--- src/logic/ctrlPkg.sv ---
package ctrlPkg;

    // opcode and funct fields of the instruction word
    localparam int OpcodeWidth = 6;

    // step counter inside one phase
    localparam int StepWidth = 3;

    // everything except R-type is unsupported
    typedef enum logic [OpcodeWidth-1:0] {
        RType = 6'd0
    } opcodeT;

    typedef enum logic [OpcodeWidth-1:0] {
        FnSll   = 6'd0,
        FnJr    = 6'd8,
        FnBreak = 6'd13,
        FnRte   = 6'd19,
        FnAdd   = 6'd32,
        FnSub   = 6'd34,
        FnAnd   = 6'd36,
        FnSlt   = 6'd42
    } functT;

    typedef enum logic [3:0] {
        OpAdd,
        OpSub,
        OpAnd,
        OpSlt,
        OpJr,
        OpBreak,
        OpRte,
        OpSll,
        OpUnsupported
    } instrOpT;

    typedef enum logic [1:0] {
        PhReset,
        PhFetch,
        PhDecode,
        PhExecute
    } phaseT;

    typedef enum logic [2:0] {
        AluHold = 3'd0,
        AluAdd  = 3'd1,
        AluSub  = 3'd2,
        AluAnd  = 3'd3,
        AluSlt  = 3'd7
    } aluOpT;

    typedef enum logic [2:0] {
        PcIncrement = 3'd0,
        PcFromRegA  = 3'd5
    } pcSourceT;

    typedef enum logic [2:0] {
        ShiftIdle = 3'd0,
        ShiftLoad = 3'd1,
        ShiftLeft = 3'd2
    } shiftOpT;

    // register file write-data mux select
    typedef enum logic [3:0] {
        WdNone      = 4'd0,
        WdAluOut    = 4'd5,
        WdShifter   = 4'd7,
        WdSltResult = 4'd9
    } writeDataT;

endpackage

--- src/logic/instrDecoder.sv ---
`timescale 1ns/100ps

module instrDecoder import ctrlPkg::*; (
    input  logic [OpcodeWidth-1:0] opcode,
    input  logic [OpcodeWidth-1:0] funct,
    output instrOpT                decodedOp
);

    logic isRType;

    assign isRType = (opcodeT'(opcode) == RType);

    // only R-type carries a supported operation, picked by funct
    always_comb begin
        decodedOp = OpUnsupported;
        if (isRType) begin
            case (functT'(funct))
                FnAdd: begin
                    decodedOp = OpAdd;
                end
                FnSub: begin
                    decodedOp = OpSub;
                end
                FnAnd: begin
                    decodedOp = OpAnd;
                end
                FnSlt: begin
                    decodedOp = OpSlt;
                end
                FnJr: begin
                    decodedOp = OpJr;
                end
                FnBreak: begin
                    decodedOp = OpBreak;
                end
                FnRte: begin
                    decodedOp = OpRte;
                end
                FnSll: begin
                    decodedOp = OpSll;
                end
                default: begin
                    decodedOp = OpUnsupported;
                end
            endcase
        end
    end

endmodule

--- src/logic/cycleSequencer.sv ---
`timescale 1ns/100ps

module cycleSequencer import ctrlPkg::*; #(
    parameter int MemWaitCycles = 3
) (
    input  logic                 clk,
    input  logic                 reset,
    input  instrOpT              decodedOp,
    output phaseT                phase,
    output logic [StepWidth-1:0] step,
    output instrOpT              activeOp
);

    // fetch has MemWaitCycles read steps plus the PC/IR write step
    localparam logic [StepWidth-1:0] FetchLast = StepWidth'(MemWaitCycles);
    localparam logic [StepWidth-1:0] DecodeLast = StepWidth'(2);

    logic [StepWidth-1:0] lastStep;
    logic                 stepDone;

    // last step index of each execute sequence
    function automatic logic [StepWidth-1:0] execLast(instrOpT op);
        case (op)
            OpAdd, OpSub, OpAnd, OpSlt, OpJr, OpBreak: begin
                return StepWidth'(1);
            end
            OpSll: begin
                return StepWidth'(2);
            end
            default: begin
                return StepWidth'(0);
            end
        endcase
    endfunction

    always_comb begin
        case (phase)
            PhFetch: begin
                lastStep = FetchLast;
            end
            PhDecode: begin
                lastStep = DecodeLast;
            end
            PhExecute: begin
                lastStep = execLast(activeOp);
            end
            default: begin
                lastStep = '0;
            end
        endcase
    end

    assign stepDone = (step == lastStep);

    always_ff @(posedge clk) begin
        if (reset) begin
            phase    <= PhReset;
            step     <= '0;
            activeOp <= OpUnsupported;
        end else if (stepDone) begin
            step <= '0;
            case (phase)
                PhReset: begin
                    phase <= PhFetch;
                end
                PhFetch: begin
                    phase <= PhDecode;
                end
                PhDecode: begin
                    // dispatch; unsupported codes skip execute
                    activeOp <= decodedOp;
                    if (decodedOp == OpUnsupported) begin
                        phase <= PhFetch;
                    end else begin
                        phase <= PhExecute;
                    end
                end
                default: begin
                    phase <= PhFetch;
                end
            endcase
        end else begin
            step <= step + 1'b1;
        end
    end

    stepInRange: assert property (@(posedge clk) disable iff (reset)
        step <= lastStep)
        else $error("step %0d beyond last step %0d", step, lastStep);

endmodule

--- src/logic/signalEncoder.sv ---
`timescale 1ns/100ps

module signalEncoder import ctrlPkg::*; #(
    parameter int MemWaitCycles = 3
) (
    input  phaseT                phase,
    input  logic [StepWidth-1:0] step,
    input  instrOpT              activeOp,
    output logic                 pcWrite,
    output logic                 memRead,
    output logic                 irWrite,
    output logic                 regWrite,
    output logic                 aluOutWrite,
    output logic                 resetHold,
    output logic [1:0]           aluSrcA,
    output logic [1:0]           aluSrcB,
    output aluOpT                aluControl,
    output pcSourceT             pcSource,
    output shiftOpT              shiftControl,
    output writeDataT            writeData
);

    localparam logic [StepWidth-1:0] FetchLast = StepWidth'(MemWaitCycles);

    // ALU code for the R-type arithmetic group
    function automatic aluOpT aluFor(instrOpT op);
        case (op)
            OpSub: begin
                return AluSub;
            end
            OpAnd: begin
                return AluAnd;
            end
            OpSlt: begin
                return AluSlt;
            end
            default: begin
                return AluAdd;
            end
        endcase
    endfunction

    always_comb begin
        pcWrite      = 1'b0;
        memRead      = 1'b0;
        irWrite      = 1'b0;
        regWrite     = 1'b0;
        aluOutWrite  = 1'b0;
        resetHold    = 1'b0;
        aluSrcA      = 2'd0;
        aluSrcB      = 2'd0;
        aluControl   = AluHold;
        pcSource     = PcIncrement;
        shiftControl = ShiftIdle;
        writeData    = WdNone;

        case (phase)
            PhReset: begin
                resetHold = 1'b1;
            end
            PhFetch: begin
                if (step < FetchLast) begin
                    // read memory while the ALU forms PC+4
                    memRead    = 1'b1;
                    aluSrcB    = 2'd1;
                    aluControl = AluAdd;
                end else begin
                    pcWrite = 1'b1;
                    irWrite = 1'b1;
                end
            end
            PhDecode: begin
                if (step == StepWidth'(0)) begin
                    aluSrcB    = 2'd1;
                    aluControl = AluAdd;
                end else if (step == StepWidth'(1)) begin
                    aluOutWrite = 1'b1;
                end
            end
            PhExecute: begin
                case (activeOp)
                    OpAdd, OpSub, OpAnd, OpSlt: begin
                        if (step == StepWidth'(0)) begin
                            aluSrcA    = 2'd2;
                            aluControl = aluFor(activeOp);
                        end else begin
                            regWrite  = 1'b1;
                            writeData = (activeOp == OpSlt) ? WdSltResult : WdAluOut;
                        end
                    end
                    OpJr: begin
                        if (step == StepWidth'(0)) begin
                            aluSrcA = 2'd2;
                        end else begin
                            pcWrite  = 1'b1;
                            pcSource = PcFromRegA;
                        end
                    end
                    OpBreak: begin
                        // PC-4 first, then write it back
                        if (step == StepWidth'(0)) begin
                            aluSrcB    = 2'd1;
                            aluControl = AluSub;
                        end else begin
                            pcWrite = 1'b1;
                        end
                    end
                    OpRte: begin
                        pcWrite  = 1'b1;
                        pcSource = PcFromRegA;
                    end
                    OpSll: begin
                        if (step == StepWidth'(0)) begin
                            shiftControl = ShiftLoad;
                        end else if (step == StepWidth'(1)) begin
                            shiftControl = ShiftLeft;
                        end else begin
                            regWrite  = 1'b1;
                            writeData = WdShifter;
                        end
                    end
                    default: begin
                    end
                endcase
            end
            default: begin
            end
        endcase

        assert (!(pcWrite && regWrite))
            else $error("pcWrite and regWrite both high");
        assert (!aluOutWrite || phase == PhDecode)
            else $error("aluOutWrite outside decode");
    end

endmodule

--- src/logic/controlUnit.sv ---
`timescale 1ns/100ps

module controlUnit import ctrlPkg::*; #(
    parameter int MemWaitCycles = 3
) (
    input  logic                   clk,
    input  logic                   reset,
    input  logic [OpcodeWidth-1:0] opcode,
    input  logic [OpcodeWidth-1:0] funct,
    output logic                   pcWrite,
    output logic                   memRead,
    output logic                   irWrite,
    output logic                   regWrite,
    output logic                   aluOutWrite,
    output logic                   resetHold,
    output logic [1:0]             aluSrcA,
    output logic [1:0]             aluSrcB,
    output aluOpT                  aluControl,
    output pcSourceT               pcSource,
    output shiftOpT                shiftControl,
    output writeDataT              writeData
);

    instrOpT              decodedOp;
    instrOpT              activeOp;
    phaseT                phase;
    logic [StepWidth-1:0] step;

    instrDecoder i_decoder (
        .opcode    (opcode),
        .funct     (funct),
        .decodedOp (decodedOp)
    );

    cycleSequencer #(
        .MemWaitCycles (MemWaitCycles)
    ) i_sequencer (
        .clk       (clk),
        .reset     (reset),
        .decodedOp (decodedOp),
        .phase     (phase),
        .step      (step),
        .activeOp  (activeOp)
    );

    signalEncoder #(
        .MemWaitCycles (MemWaitCycles)
    ) i_encoder (
        .phase        (phase),
        .step         (step),
        .activeOp     (activeOp),
        .pcWrite      (pcWrite),
        .memRead      (memRead),
        .irWrite      (irWrite),
        .regWrite     (regWrite),
        .aluOutWrite  (aluOutWrite),
        .resetHold    (resetHold),
        .aluSrcA      (aluSrcA),
        .aluSrcB      (aluSrcB),
        .aluControl   (aluControl),
        .pcSource     (pcSource),
        .shiftControl (shiftControl),
        .writeData    (writeData)
    );

endmodule

--- config.mk ---
export PLATFORM = sky130hd
export DESIGN_NAME = controlUnit
export DESIGN_NICKNAME = d
export VERILOG_FILES = /design/src/logic/ctrlPkg.sv /design/src/logic/instrDecoder.sv /design/src/logic/cycleSequencer.sv /design/src/logic/signalEncoder.sv /design/src/logic/controlUnit.sv
export SDC_FILE = /design/constraint.sdc
export NUM_CORES = 1
export LEC_CHECK = 0
export BUFFER_PORTS_ARGS = -buffer_cell sky130_fd_sc_hd__clkbuf_2
export CORE_UTILIZATION = 45
export CTS_CLUSTER_DIAMETER = 30
export DETAILED_ROUTE_END_ITERATION = 8
export PLACE_DENSITY_LB_ADDON = 0.2
export SLEW_MARGIN = 20
export SYNTH_ARGS = -nofsm -noshare
export SYNTH_HDL_FRONTEND = slang
export SYNTH_SLANG_ARGS = --single-unit
--- constraint.sdc ---
create_clock -name clk -period 1.77 [get_ports clk]
set_input_delay 0.0885 -clock clk [delete_from_list [all_inputs] [get_ports clk]]
set_output_delay 0.0885 -clock clk [all_outputs]
set_load 0.005 [all_outputs]
; After elaboration in Yosys (flattened, before gate mapping)
; Index checks and enable logic that the tools add are counted.
[word_totals]
regBits = 9
latch_bits = 0
ramBits = 0
romBits = 0
inputBits = 14
output_inout_bits = 23
word_cells = 84
mem_count = 0
[op_classes]
addsub = 1
n_mul = 0
div = 0
order_cmp = 1
eq_ne = 20
n_shift = 0
muxes = 48
n_bitwise = 0
n_reduce_logical = 11
[op_table]
columns = operator, count
row1 = case mux 4 bit (8 select lines), 1
row2 = case mux 3 bit (3 select lines), 3
row3 = "equality test 6 bit, second input constant", 4
row4 = two-way mux 3 bit, 7
row5 = two-way mux 4 bit, 5
row6 = two-way mux 1 bit, 17
row7 = "equality test 4 x 3 -> 1 bit, second input constant", 4
row8 = "equality test 6 x 4 -> 1 bit, second input constant", 2
row9 = logical NOT 6 bit, 2
row10 = two-way mux 2 bit, 6
row11 = case mux 3 bit (2 select lines), 2
row12 = "equality test 4 x 2 -> 1 bit, second input constant", 2
row13 = case mux 2 bit (2 select lines), 2
row14 = case mux 4 bit (2 select lines), 1
row15 = "equality test 6 x 5 -> 1 bit, second input constant", 1
row16 = case mux 1 bit (2 select lines), 3
row17 = case mux 2 bit (3 select lines), 1
row18 = OR reduction 6 bit, 1
row19 = OR reduction 5 bit, 1
row20 = "equality test 2 bit, second input constant", 2
row21 = "equality test 4 x 1 -> 1 bit, second input constant", 1
row22 = "equality test 4 bit, second input constant", 1
row23 = logical NOT 4 bit, 1
row24 = OR reduction 2 bit, 2
row25 = 9 further kinds, 9

; Depth between registers and ports, before layout
; Gate-level depths: netlist of run 1.
[logic_depth]
ltp_word = 6
depth_mapped = 7
depth_no_buf = 7

; Cells and area by module
; From an unflattened synthesis of run 1, not the netlist that was laid out.
[hier_totals]
hier_cells = 138
hier_area_um2 = 1039.7
[by_module_without_submodules]
columns = mod, n_inst, cells_each, area_each_um2, seq_area_each_um2
row1 = cycleSequencer, 1, 56, 535.5, 180.2
row2 = signalEncoder, 1, 50, 294.0, 0.0
row3 = instrDecoder, 1, 32, 210.2, 0.0

; Worst setup path after synthesis of run 1
; OpenSTA, ideal clock, no wires.
[synth_path]
kind = reg-to-reg
start = reg i_sequencer.phase[0]
end = reg i_sequencer.phase[1]
setup_ns = 0.116
arrival_time_ns = 1.793
required_time_ns = 1.654
slack_ns = -0.139
path_stages_with_launch = 8
n_path_buf = 0
period_less_slack_ns = 1.909
cell_sequence = dfxtp_1 inv_1 ha_1 mux2_2 a41o_4 xnor2_4 and2_4 a41o_1
[synth_between]
elab_chain_len = 3
elab_cells_between_ends = 6
classes_between = eq/ne: 4 / mux: 2
[synth_lines]
columns = element, line_no
row1 = start: declaration, cycleSequencer.sv:9  ; output phaseT phase,
row2 = start signal: assignment, cycleSequencer.sv:57  ; phase <= PhReset;
row3 = start signal: assignment, cycleSequencer.sv:64  ; phase <= PhFetch;
row4 = start signal: assignment, cycleSequencer.sv:67  ; phase <= PhDecode;
row5 = "equality test 2 bit, or another cell as far along", cycleSequencer.sv:37  ; case (phase)
row6 = case mux 3 bit (3 select lines), cycleSequencer.sv:37
row7 = equality test 3 bit, cycleSequencer.sv:53  ; assign stepDone = (step == lastStep);
; Parallel ways exist; a longest one is shown, timed or not.
; A chain may end at the register's enable or synchronous reset.

; Worst setup path in the final report of run 1
[layout_path]
start = reg i_sequencer.phase[1]
end = reg i_sequencer.activeOp[3]
[layout_between]
elab_chain_len = 4
elab_cells_between_ends = 6
classes_between = eq/ne: 4 / mux: 1 / reduce/logical: 1
[layout_lines]
columns = element, line_no
row1 = "equality test 2 bit, or another cell as far along", cycleSequencer.sv:37
row2 = case mux 3 bit (3 select lines), cycleSequencer.sv:37
row3 = equality test 3 bit, cycleSequencer.sv:53
row4 = AND reduction 2 bit (no line) *, --
row5 = end signal: assignment, cycleSequencer.sv:59  ; activeOp <= OpUnsupported;
row6 = end signal: assignment, cycleSequencer.sv:71  ; activeOp <= decodedOp;
row7 = end: declaration, cycleSequencer.sv:11  ; output instrOpT activeOp
; Every way passes the cells marked *; elsewhere a longest branch is shown, timed or not.

==> results by group, run 1 <==
Pwr
  – Fraction of power consumed by combinational cells: 69.5%
  – Power density of the placed cells: 985 mW/mm^2
  – Peak ir drop on the vdd network: 688 uV
  – Static leakage: 0.641 nW
  – Cell-internal power: 0.838 mW
  – Switching power: between 0.6 and 0.7 mW
  – Proportion of total power due to net switching: between 40% and 50%
  – Proportion of power drawn by the clock network: 10.6%
  – Fraction of power consumed by sequential logic: 19.9%

Global route
  – Wire length of the first global-routing pass: 4.46 mm
  – Initial antenna violation count: 0
  – Pin count of the biggest net entering global routing: 12
  – Via count of the first global-routing pass: 1054
  – GRT overflow: 0
  – Gr usage total: around 23%

Worst setup path
  – Minimum setup slack among reg-to-reg paths: -3 ps
  – Crit path max fanout: 5
  – Required time at the endpoint of the critical path: between 1500 and 2000 ps
  – Crit path capture type: flop
  – Launching element type of the critical path: flop
  – Logic depth of the worst register-to-register path: 6
  – Startpoint-to-endpoint class of the critical path: reg2reg
  – CP Data Arrival Time: ~1900 ps

Clock tree
  – Hold_buf cts: 0
  – # clock sinks: 9
  – Clock H-tree levels: 1
  – Clock tree from TritonCTS: yes
  – Reg clk slew, reported paths: 60 ps
  – Maximum count of clock buffers along a single path: 2
  – Clk_lat worst skew: between 200 and 300 ps
  – Number of clock buffers inserted by TritonCTS: 3
  – Root Buffer: sky130_fd_sc_hd__clkbuf_4

Status
  – Result of the run: finished, violations left
  – Failing checks: setup timing

Synthesis
  – Main combinational cell family by area after synthesis: simple AND/OR/NAND/NOR gates
  – Library cell occupying the most area in the post-synthesis netlist: sky130_fd_sc_hd__dfxtp_1
  – Synth Instances: 140
  – Number of distinct standard cells referenced by the synthesized netlist: 47
  – Fraction of synthesis flops using an asynchronous set or reset pin: 0%
  – Xor and xnor fraction of the mapped netlist area: approximately 5.6%
  – Total of flip-flops plus latches after synthesis: 9
  – Fraction of the mapped netlist area in compound gates: 22.4%
  – Most area-consuming cells after synthesis: sky130_fd_sc_hd__dfxtp_1 17%, sky130_fd_sc_hd__ha_1 9.2%, sky130_fd_sc_hd__o21ai_0 5.0%
  – Synthesized area divided by synthesized cell count: 7.79 um^2
  – Post-synth EDFFs: 0
  – Simple-gate portion of the synthesized area: between 30% and 40%
  – Fraction of synthesized cell area taken by the top area cell type: 16.5%
  – Post-synthesis instance area: 0.00109 mm^2
  – Main flop type after synthesis: sky130_fd_sc_hd__dfxtp_1
  – Area share of fa/ha/maj cells after synthesis: 9.17%
  – Fraction of the yosys area taken by sequential cells: 16.5%
  – Portion of netlist area occupied by mux cells: 1.03%
  – Number of warnings printed during yosys synthesis: 0

Placed design
  – Number of buffers added on ports: 32
  – Placed wire-length estimate after detailed placement: ~2.1 mm
  – Final weighted congestion in routability-driven placement: 0.782
  – Worst slack, placed: -46.3 ps
  – Post-Place Cell Area: 0.00132 mm^2

STA
  – Period utilisation layout: 100%
  – Slew Viols, Final: 0
  – Post-route setup TNS: -2.90 ps
  – Achievable clock frequency: around 560 MHz
  – Fin. Hold Viols: 0
  – Endpoints failing setup: 1
  – Final critical delay including setup and external delays: about 1800 ps
  – Max Clock Skew: between 4 and 5 ps
  – Hold_ws: 149 ps
  – Unrepaired setup endpoints after global routing: true
  – Final worst setup slack: -2.90 ps

Detailed routing
  – Initial DRC Count: 18
  – DRT antenna net count: 0
  – Number of vias after detailed routing: 1120
  – Router iterations before antenna repair: 4
  – Number of vias per cell after detailed routing: 5.38
  – Count of unresolved DRC violations after routing: 0
  – Drt wl/cell: 12.9 um
  – Routed Wire Length: around 2.7 mm

Layout
  – # nets final: about 200
  – Final standard cell utilization of the core: about 65%
  – Fin area: between 0.001 and 0.0015 mm^2
  – Area growth from synthesis to layout: 35.1%
  – Layout fillers: 192
  – Antenna fix cells: 0
  – Layout cell share with drive strength beyond 1: 46.1%

Run
  – MaxCap Viol Count: 0

Worst hold path
  – Worst Hold Depth: 2
  – Min-Delay Path Class: in2reg

Floorplan
  – Total die area: between 0.002 and 0.003 mm^2
  – Die boundary height: 51.2 um
  – Initial core utilization: 48.4%
  – Std cell rows: 17
  – Die Wd: 51.2 um
  – Core region area: 0.00225 mm^2
  – I/O pin total: 37
sequential cells by signal, indices dropped and copies added (netlist names):
| name | cells |
|---|---|
| i_sequencer.activeOp | 4 |
| i_sequencer.phase | 2 |
| i_sequencer.step | 3 |
critical path, stage by stage, from the launching register on:
cell	delay [ps]
sky130_fd_sc_hd__dfxtp_4	370
sky130_fd_sc_hd__ha_4	160
sky130_fd_sc_hd__nor2b_4	130
sky130_fd_sc_hd__and4_4	160
sky130_fd_sc_hd__or4b_4	560
sky130_fd_sc_hd__o21ai_2	160
sky130_fd_sc_hd__o311ai_2	110
cell usage after synthesis, types with 3 or more instances:
library cell,n
sky130_fd_sc_hd__nand3_1,5
sky130_fd_sc_hd__a21o_1,3
sky130_fd_sc_hd__nor2b_1,3
sky130_fd_sc_hd__nor4bb_1,5
sky130_fd_sc_hd__inv_1,6
sky130_fd_sc_hd__nand2_1,3
sky130_fd_sc_hd__o21ai_0,11
sky130_fd_sc_hd__nor3_1,9
sky130_fd_sc_hd__a21oi_1,8
sky130_fd_sc_hd__ha_1,8
sky130_fd_sc_hd__buf_4,6
sky130_fd_sc_hd__nor4_1,3
sky130_fd_sc_hd__a211oi_1,5
sky130_fd_sc_hd__and3_1,3
sky130_fd_sc_hd__dfxtp_1,9
sky130_fd_sc_hd__clkbuf_1,5
sky130_fd_sc_hd__nor2_1,14
per-stage QoR:
stage | std cells | power (mW)
finish | 208 | 1.45
detailed placement | 203 | 1.13
floorplan | 143 | 0.845
CTS | 208 | 1.41
global placement | 203 | 1.11
global route | 208 | 1.56
metal layers:
layer / up-vias / routed length [um] / GRT usage [%]
li1: 580 / - / -
met1: 506 / 1220 / 26.4
met2: 30 / 1340 / 40.8
met3: 4 / 94 / 2.98
met4: 0 / 35 / 9.01
met5: - / 0 / 0
cell usage in the layout (no fill, tap or decap), drive strengths merged:
master	Yosys	routed
nand4b	2	2
o21bai	1	1
and2	3	3
xor2	1	1
clkbuf	5	36
buf	9	15
a22oi	2	2
nand3b	1	1
or2b	1	1
dfxtp	9	9
a41o	2	2
nand2	4	4
ha	8	8
nor4bb	5	5
o21ai	11	11
mux2	1	1
and4	1	1
nor4b	2	2
nor3	9	9
inv	6	6
o22ai	1	1
nand2b	1	1
and3	3	3
o211ai	1	1
conb	1	4
nor2b	4	4
a21o	3	3
nand3	5	5
nor4	3	3
a211oi	6	6
and2b	1	1
nor3b	1	1
a21oi	8	8
nor2	14	14
o311ai	1	1
or4b	1	1
xnor2	3	3
worst paths after layout:
check / from / to
setup / recovery: i_sequencer.phase[1] / i_sequencer.activeOp[3]
setup reg to reg: i_sequencer.phase[1] / i_sequencer.activeOp[3]
hold / removal: reset / i_sequencer.activeOp[1]
hold reg to reg: i_sequencer.activeOp[1] / i_sequencer.activeOp[1]
power groups by stage:
| stage | clock network, mW | registers [mW] | logic, mW |
|---|---|---|---|
| floorplan | 0 | 0.291 | 0.555 |
| global placement | 0 | 0.271 | 0.843 |
| detailed placement | 0 | 0.275 | 0.858 |
| CTS | 0.159 | 0.286 | 0.966 |
| global route | 0.164 | 0.294 | 1.11 |
| finish | 0.154 | 0.288 | 1.01 |
cell type report:
class,count,area [um^2],area share (%)
clock buffer,4,26.3,1.78
inverter,6,22.5,1.53
sequential,9,189,12.8
multi-input combinational,114,921,62.5
timing repair buffer,47,280,19.0
tap,28,35.0,2.38
repair_timing:
action | CTS | global route
setup endpoints to repair | 9 | 19
setup buffers | 1 | 0
gates resized for setup | 14 | 16
pin swaps | 10 | 6
logic make-up after synthesis:
kind of cell | count (synthesis)
flops | 9
mux | 1
other cells | 1
compound gates | 36
buf+inv | 20
fa+ha+maj | 8
xor+xnor | 4
simple gates | 61
No activity file was read; power rests on OpenSTA's default activity.
==> inputs of run 2 (changes only) <==
--- a/config.mk
+++ b/config.mk
@@ -9,7 +9,7 @@
 export CORE_UTILIZATION = 45
 export CTS_CLUSTER_DIAMETER = 30
 export DETAILED_ROUTE_END_ITERATION = 8
-export PLACE_DENSITY_LB_ADDON = 0.2
+export PLACE_DENSITY = 0.83
 export SLEW_MARGIN = 20
 export SYNTH_ARGS = -nofsm -noshare
 export SYNTH_HDL_FRONTEND = slang
==> run 2 against run 1 <==
Effect of this change:
- the run still ends with setup timing left
- sequential power fell by 6%
- die area did not move
- total power decreased by 5.6%
- via count increased by 3.1%
- critical path depth stayed put
- sequential cell count unchanged
- first-iteration DRC count rose by 28%
- maximum frequency decreased by 0.46%
- critical endpoint unchanged
- largest cell class unchanged
==> results by group, run 2 (same netlist as run 1, synthesis figures left out) <==
Layout
  – Largest register FFs: 4
  – Layout fillers: 199
  – Top library cells by usage in the layout, fill and taps aside: 30 x sky130_fd_sc_hd__clkbuf_2, 14 x sky130_fd_sc_hd__buf_4, 13 x sky130_fd_sc_hd__nor2_1
  – Final standard cell utilization of the core: 63.3%
  – # nets final: 203
  – Final instance count without filler cells: 208
  – Register with the most flip-flops: i_sequencer.activeOp
  – Top flop regs: i_sequencer.activeOp (4), i_sequencer.step (3), i_sequencer.phase (2)
  – Area growth from synthesis to layout: 30.7%
  – Most common library cell in the layout ignoring fill and taps: sky130_fd_sc_hd__clkbuf_2
  – Layout cell share with drive strength beyond 1: 45.0%
  – Fin area: 0.00143 mm^2
  – Antenna fix cells: 0

Pwr
  – Static leakage: 0.635 nW
  – Power density of the placed cells: 960 mW/mm^2
  – Total chip power: 1.37 mW
  – Peak ir drop on the vdd network: 550 uV

Floorplan
  – Die Wd: 51.2 um
  – Initial core utilization: between 40% and 50%
  – Die boundary height: 51.2 um
  – Std cell rows: 17
  – Core region area: 0.00225 mm^2
  – I/O pin total: 37
  – Total die area: around 0.0026 mm^2

Placed design
  – Final weighted congestion in routability-driven placement: 0.758
  – Number of instances in the placed design: 203
  – Placed wire-length estimate after detailed placement: 2.10 mm
  – Number of buffers added on ports: 32
  – Post-Place Cell Area: 0.00132 mm^2
  – Worst slack, placed: -31.4 ps

Clock tree
  – Maximum count of clock buffers along a single path: 2
  – # clock sinks: 9
  – Clk_lat worst skew: 270 ps
  – Clock tree from TritonCTS: yes
  – Clock H-tree levels: 1
  – Root Buffer: sky130_fd_sc_hd__clkbuf_4
  – Number of clock buffers inserted by TritonCTS: 3
  – Hold_buf cts: 0
  – Reg clk slew, reported paths: 60 ps

Worst hold path
  – Min-Delay Path Class: in2reg
  – End point of the worst hold path: i_sequencer.activeOp[0]
  – Origin of the worst min-delay path: reset
  – Worst Hold Depth: 2

Detailed routing
  – Number of vias after detailed routing: 1155
  – Initial DRC Count: 23
  – Routed Wire Length: 2.78 mm
  – DRT antenna net count: 0
  – Router iterations before antenna repair: 4
  – Drt wl/cell: 13.4 um
  – Number of vias per cell after detailed routing: 5.55
  – Count of unresolved DRC violations after routing: 0

Worst setup path
  – Crit path capture type: flop
  – Cell chain of the critical path: ha_2 > nor2b_4 > and4_4 > or4b_4 > o21ai_1 > o311ai_1
  – Buffers and inverters on the worst path: 0
  – Max stage delay cell, worst path: sky130_fd_sc_hd__or4b_4
  – Crit path max fanout: 5
  – Beginning of the worst register-to-register path: i_sequencer.phase[0]
  – Minimum setup slack among reg-to-reg paths: -10 ps
  – End of the worst register-to-register path: i_sequencer.activeOp[3]
  – Launching element type of the critical path: flop
  – CP Data Arrival Time: 1930 ps
  – Startpoint-to-endpoint class of the critical path: reg2reg
  – Max stage delay on crit path: 570 ps
  – Required time at the endpoint of the critical path: ~1900 ps
  – Crit-path leading delay family: simple AND/OR/NAND/NOR gates
  – Logic depth of the worst register-to-register path: 6

STA
  – Max Clock Skew: 6.01 ps
  – Final critical delay including setup and external delays: 1780 ps
  – Post-route setup TNS: -17.9 ps
  – Fin. Hold Viols: 0
  – Achievable clock frequency: 561 MHz
  – Hold_ws: 106 ps
  – Final worst setup slack: -11.2 ps
  – Period utilisation layout: 101%
  – Slew Viols, Final: 0
  – Unrepaired setup endpoints after global routing: true
  – Endpoints failing setup: 3

Global route
  – Initial antenna violation count: 0
  – GRT overflow: 0
  – Gr usage total: 21.9%
  – Via count of the first global-routing pass: about 1000
  – Pin count of the biggest net entering global routing: 12
  – Wire length of the first global-routing pass: ~4.3 mm

Status
  – Result of the run: finished, violations left
  – Failing checks: setup timing

Run
  – MaxCap Viol Count: 0
==> run 2: changes by cell type in the layout (fill, tap and decap cells not counted), moves of 2 or more <==
cell,previous run,this run
sky130_fd_sc_hd__buf_2,0,2
sky130_fd_sc_hd__clkbuf_2,32,30
sky130_fd_sc_hd__dfxtp_2,1,3
sky130_fd_sc_hd__ha_2,1,3
sky130_fd_sc_hd__ha_4,2,0
sky130_fd_sc_hd__o21ai_0,8,6
sky130_fd_sc_hd__o21ai_1,2,4
==> run 2: cell type report <==
cell class,instances,area (um^2),share of cell area [%]
Multi-Input combinational cell,114,875,61.3
Timing Repair Buffer,47,277,19.4
Sequential cell,9,188,13.2
Tap cell,28,35.0,2.46
Clock buffer,4,26.3,1.84
Inverter,6,26.3,1.84
==> run 2: how the worst max path moves through the flow <==
| stage | depth (start not counted) | endpoint | start | slack (ps) |
|---|---|---|---|---|
| after floorplan | 7 | i_sequencer.phase[1] | i_sequencer.phase[0] | -40 |
| after global placement | 6 | i_sequencer.activeOp[3] | i_sequencer.phase[1] | 30 |
| after detailed placement | 6 | i_sequencer.activeOp[3] | i_sequencer.phase[1] | -30 |
| after CTS | 7 | aluControl[0] | i_sequencer.phase[0] | -9 |
| after global routing | 7 | aluControl[0] | i_sequencer.phase[0] | -60 |
| final | 6 | i_sequencer.activeOp[3] | i_sequencer.phase[0] | -10 |
==> run 2: power breakdown <==
group | switching (mW) | internal (mW)
registers | 0.0320 | 0.239
logic | 0.492 | 0.442
clock network | 0.0775 | 0.0872
==> run 2: metal layers <==
| metal | part of all wire [%] | global-route usage (%) | vias up |
|---|---|---|---|
| met5 | 0 | 0 | - |
| met4 | 1.7 | 10.8 | 0 |
| met3 | 3.2 | 1.79 | 5 |
| met2 | 52 | 40.4 | 34 |
| met1 | 43 | 24.9 | 532 |
| li1 | - | - | 584 |
==> run 2: repair_timing <==
item                       in CTS  in global routing
buffers inserted                1                  0
pin swaps                       3                  5
setup endpoints to repair       8                 14
resized for setup               9                 18
hold endpoints to repair        0                  0
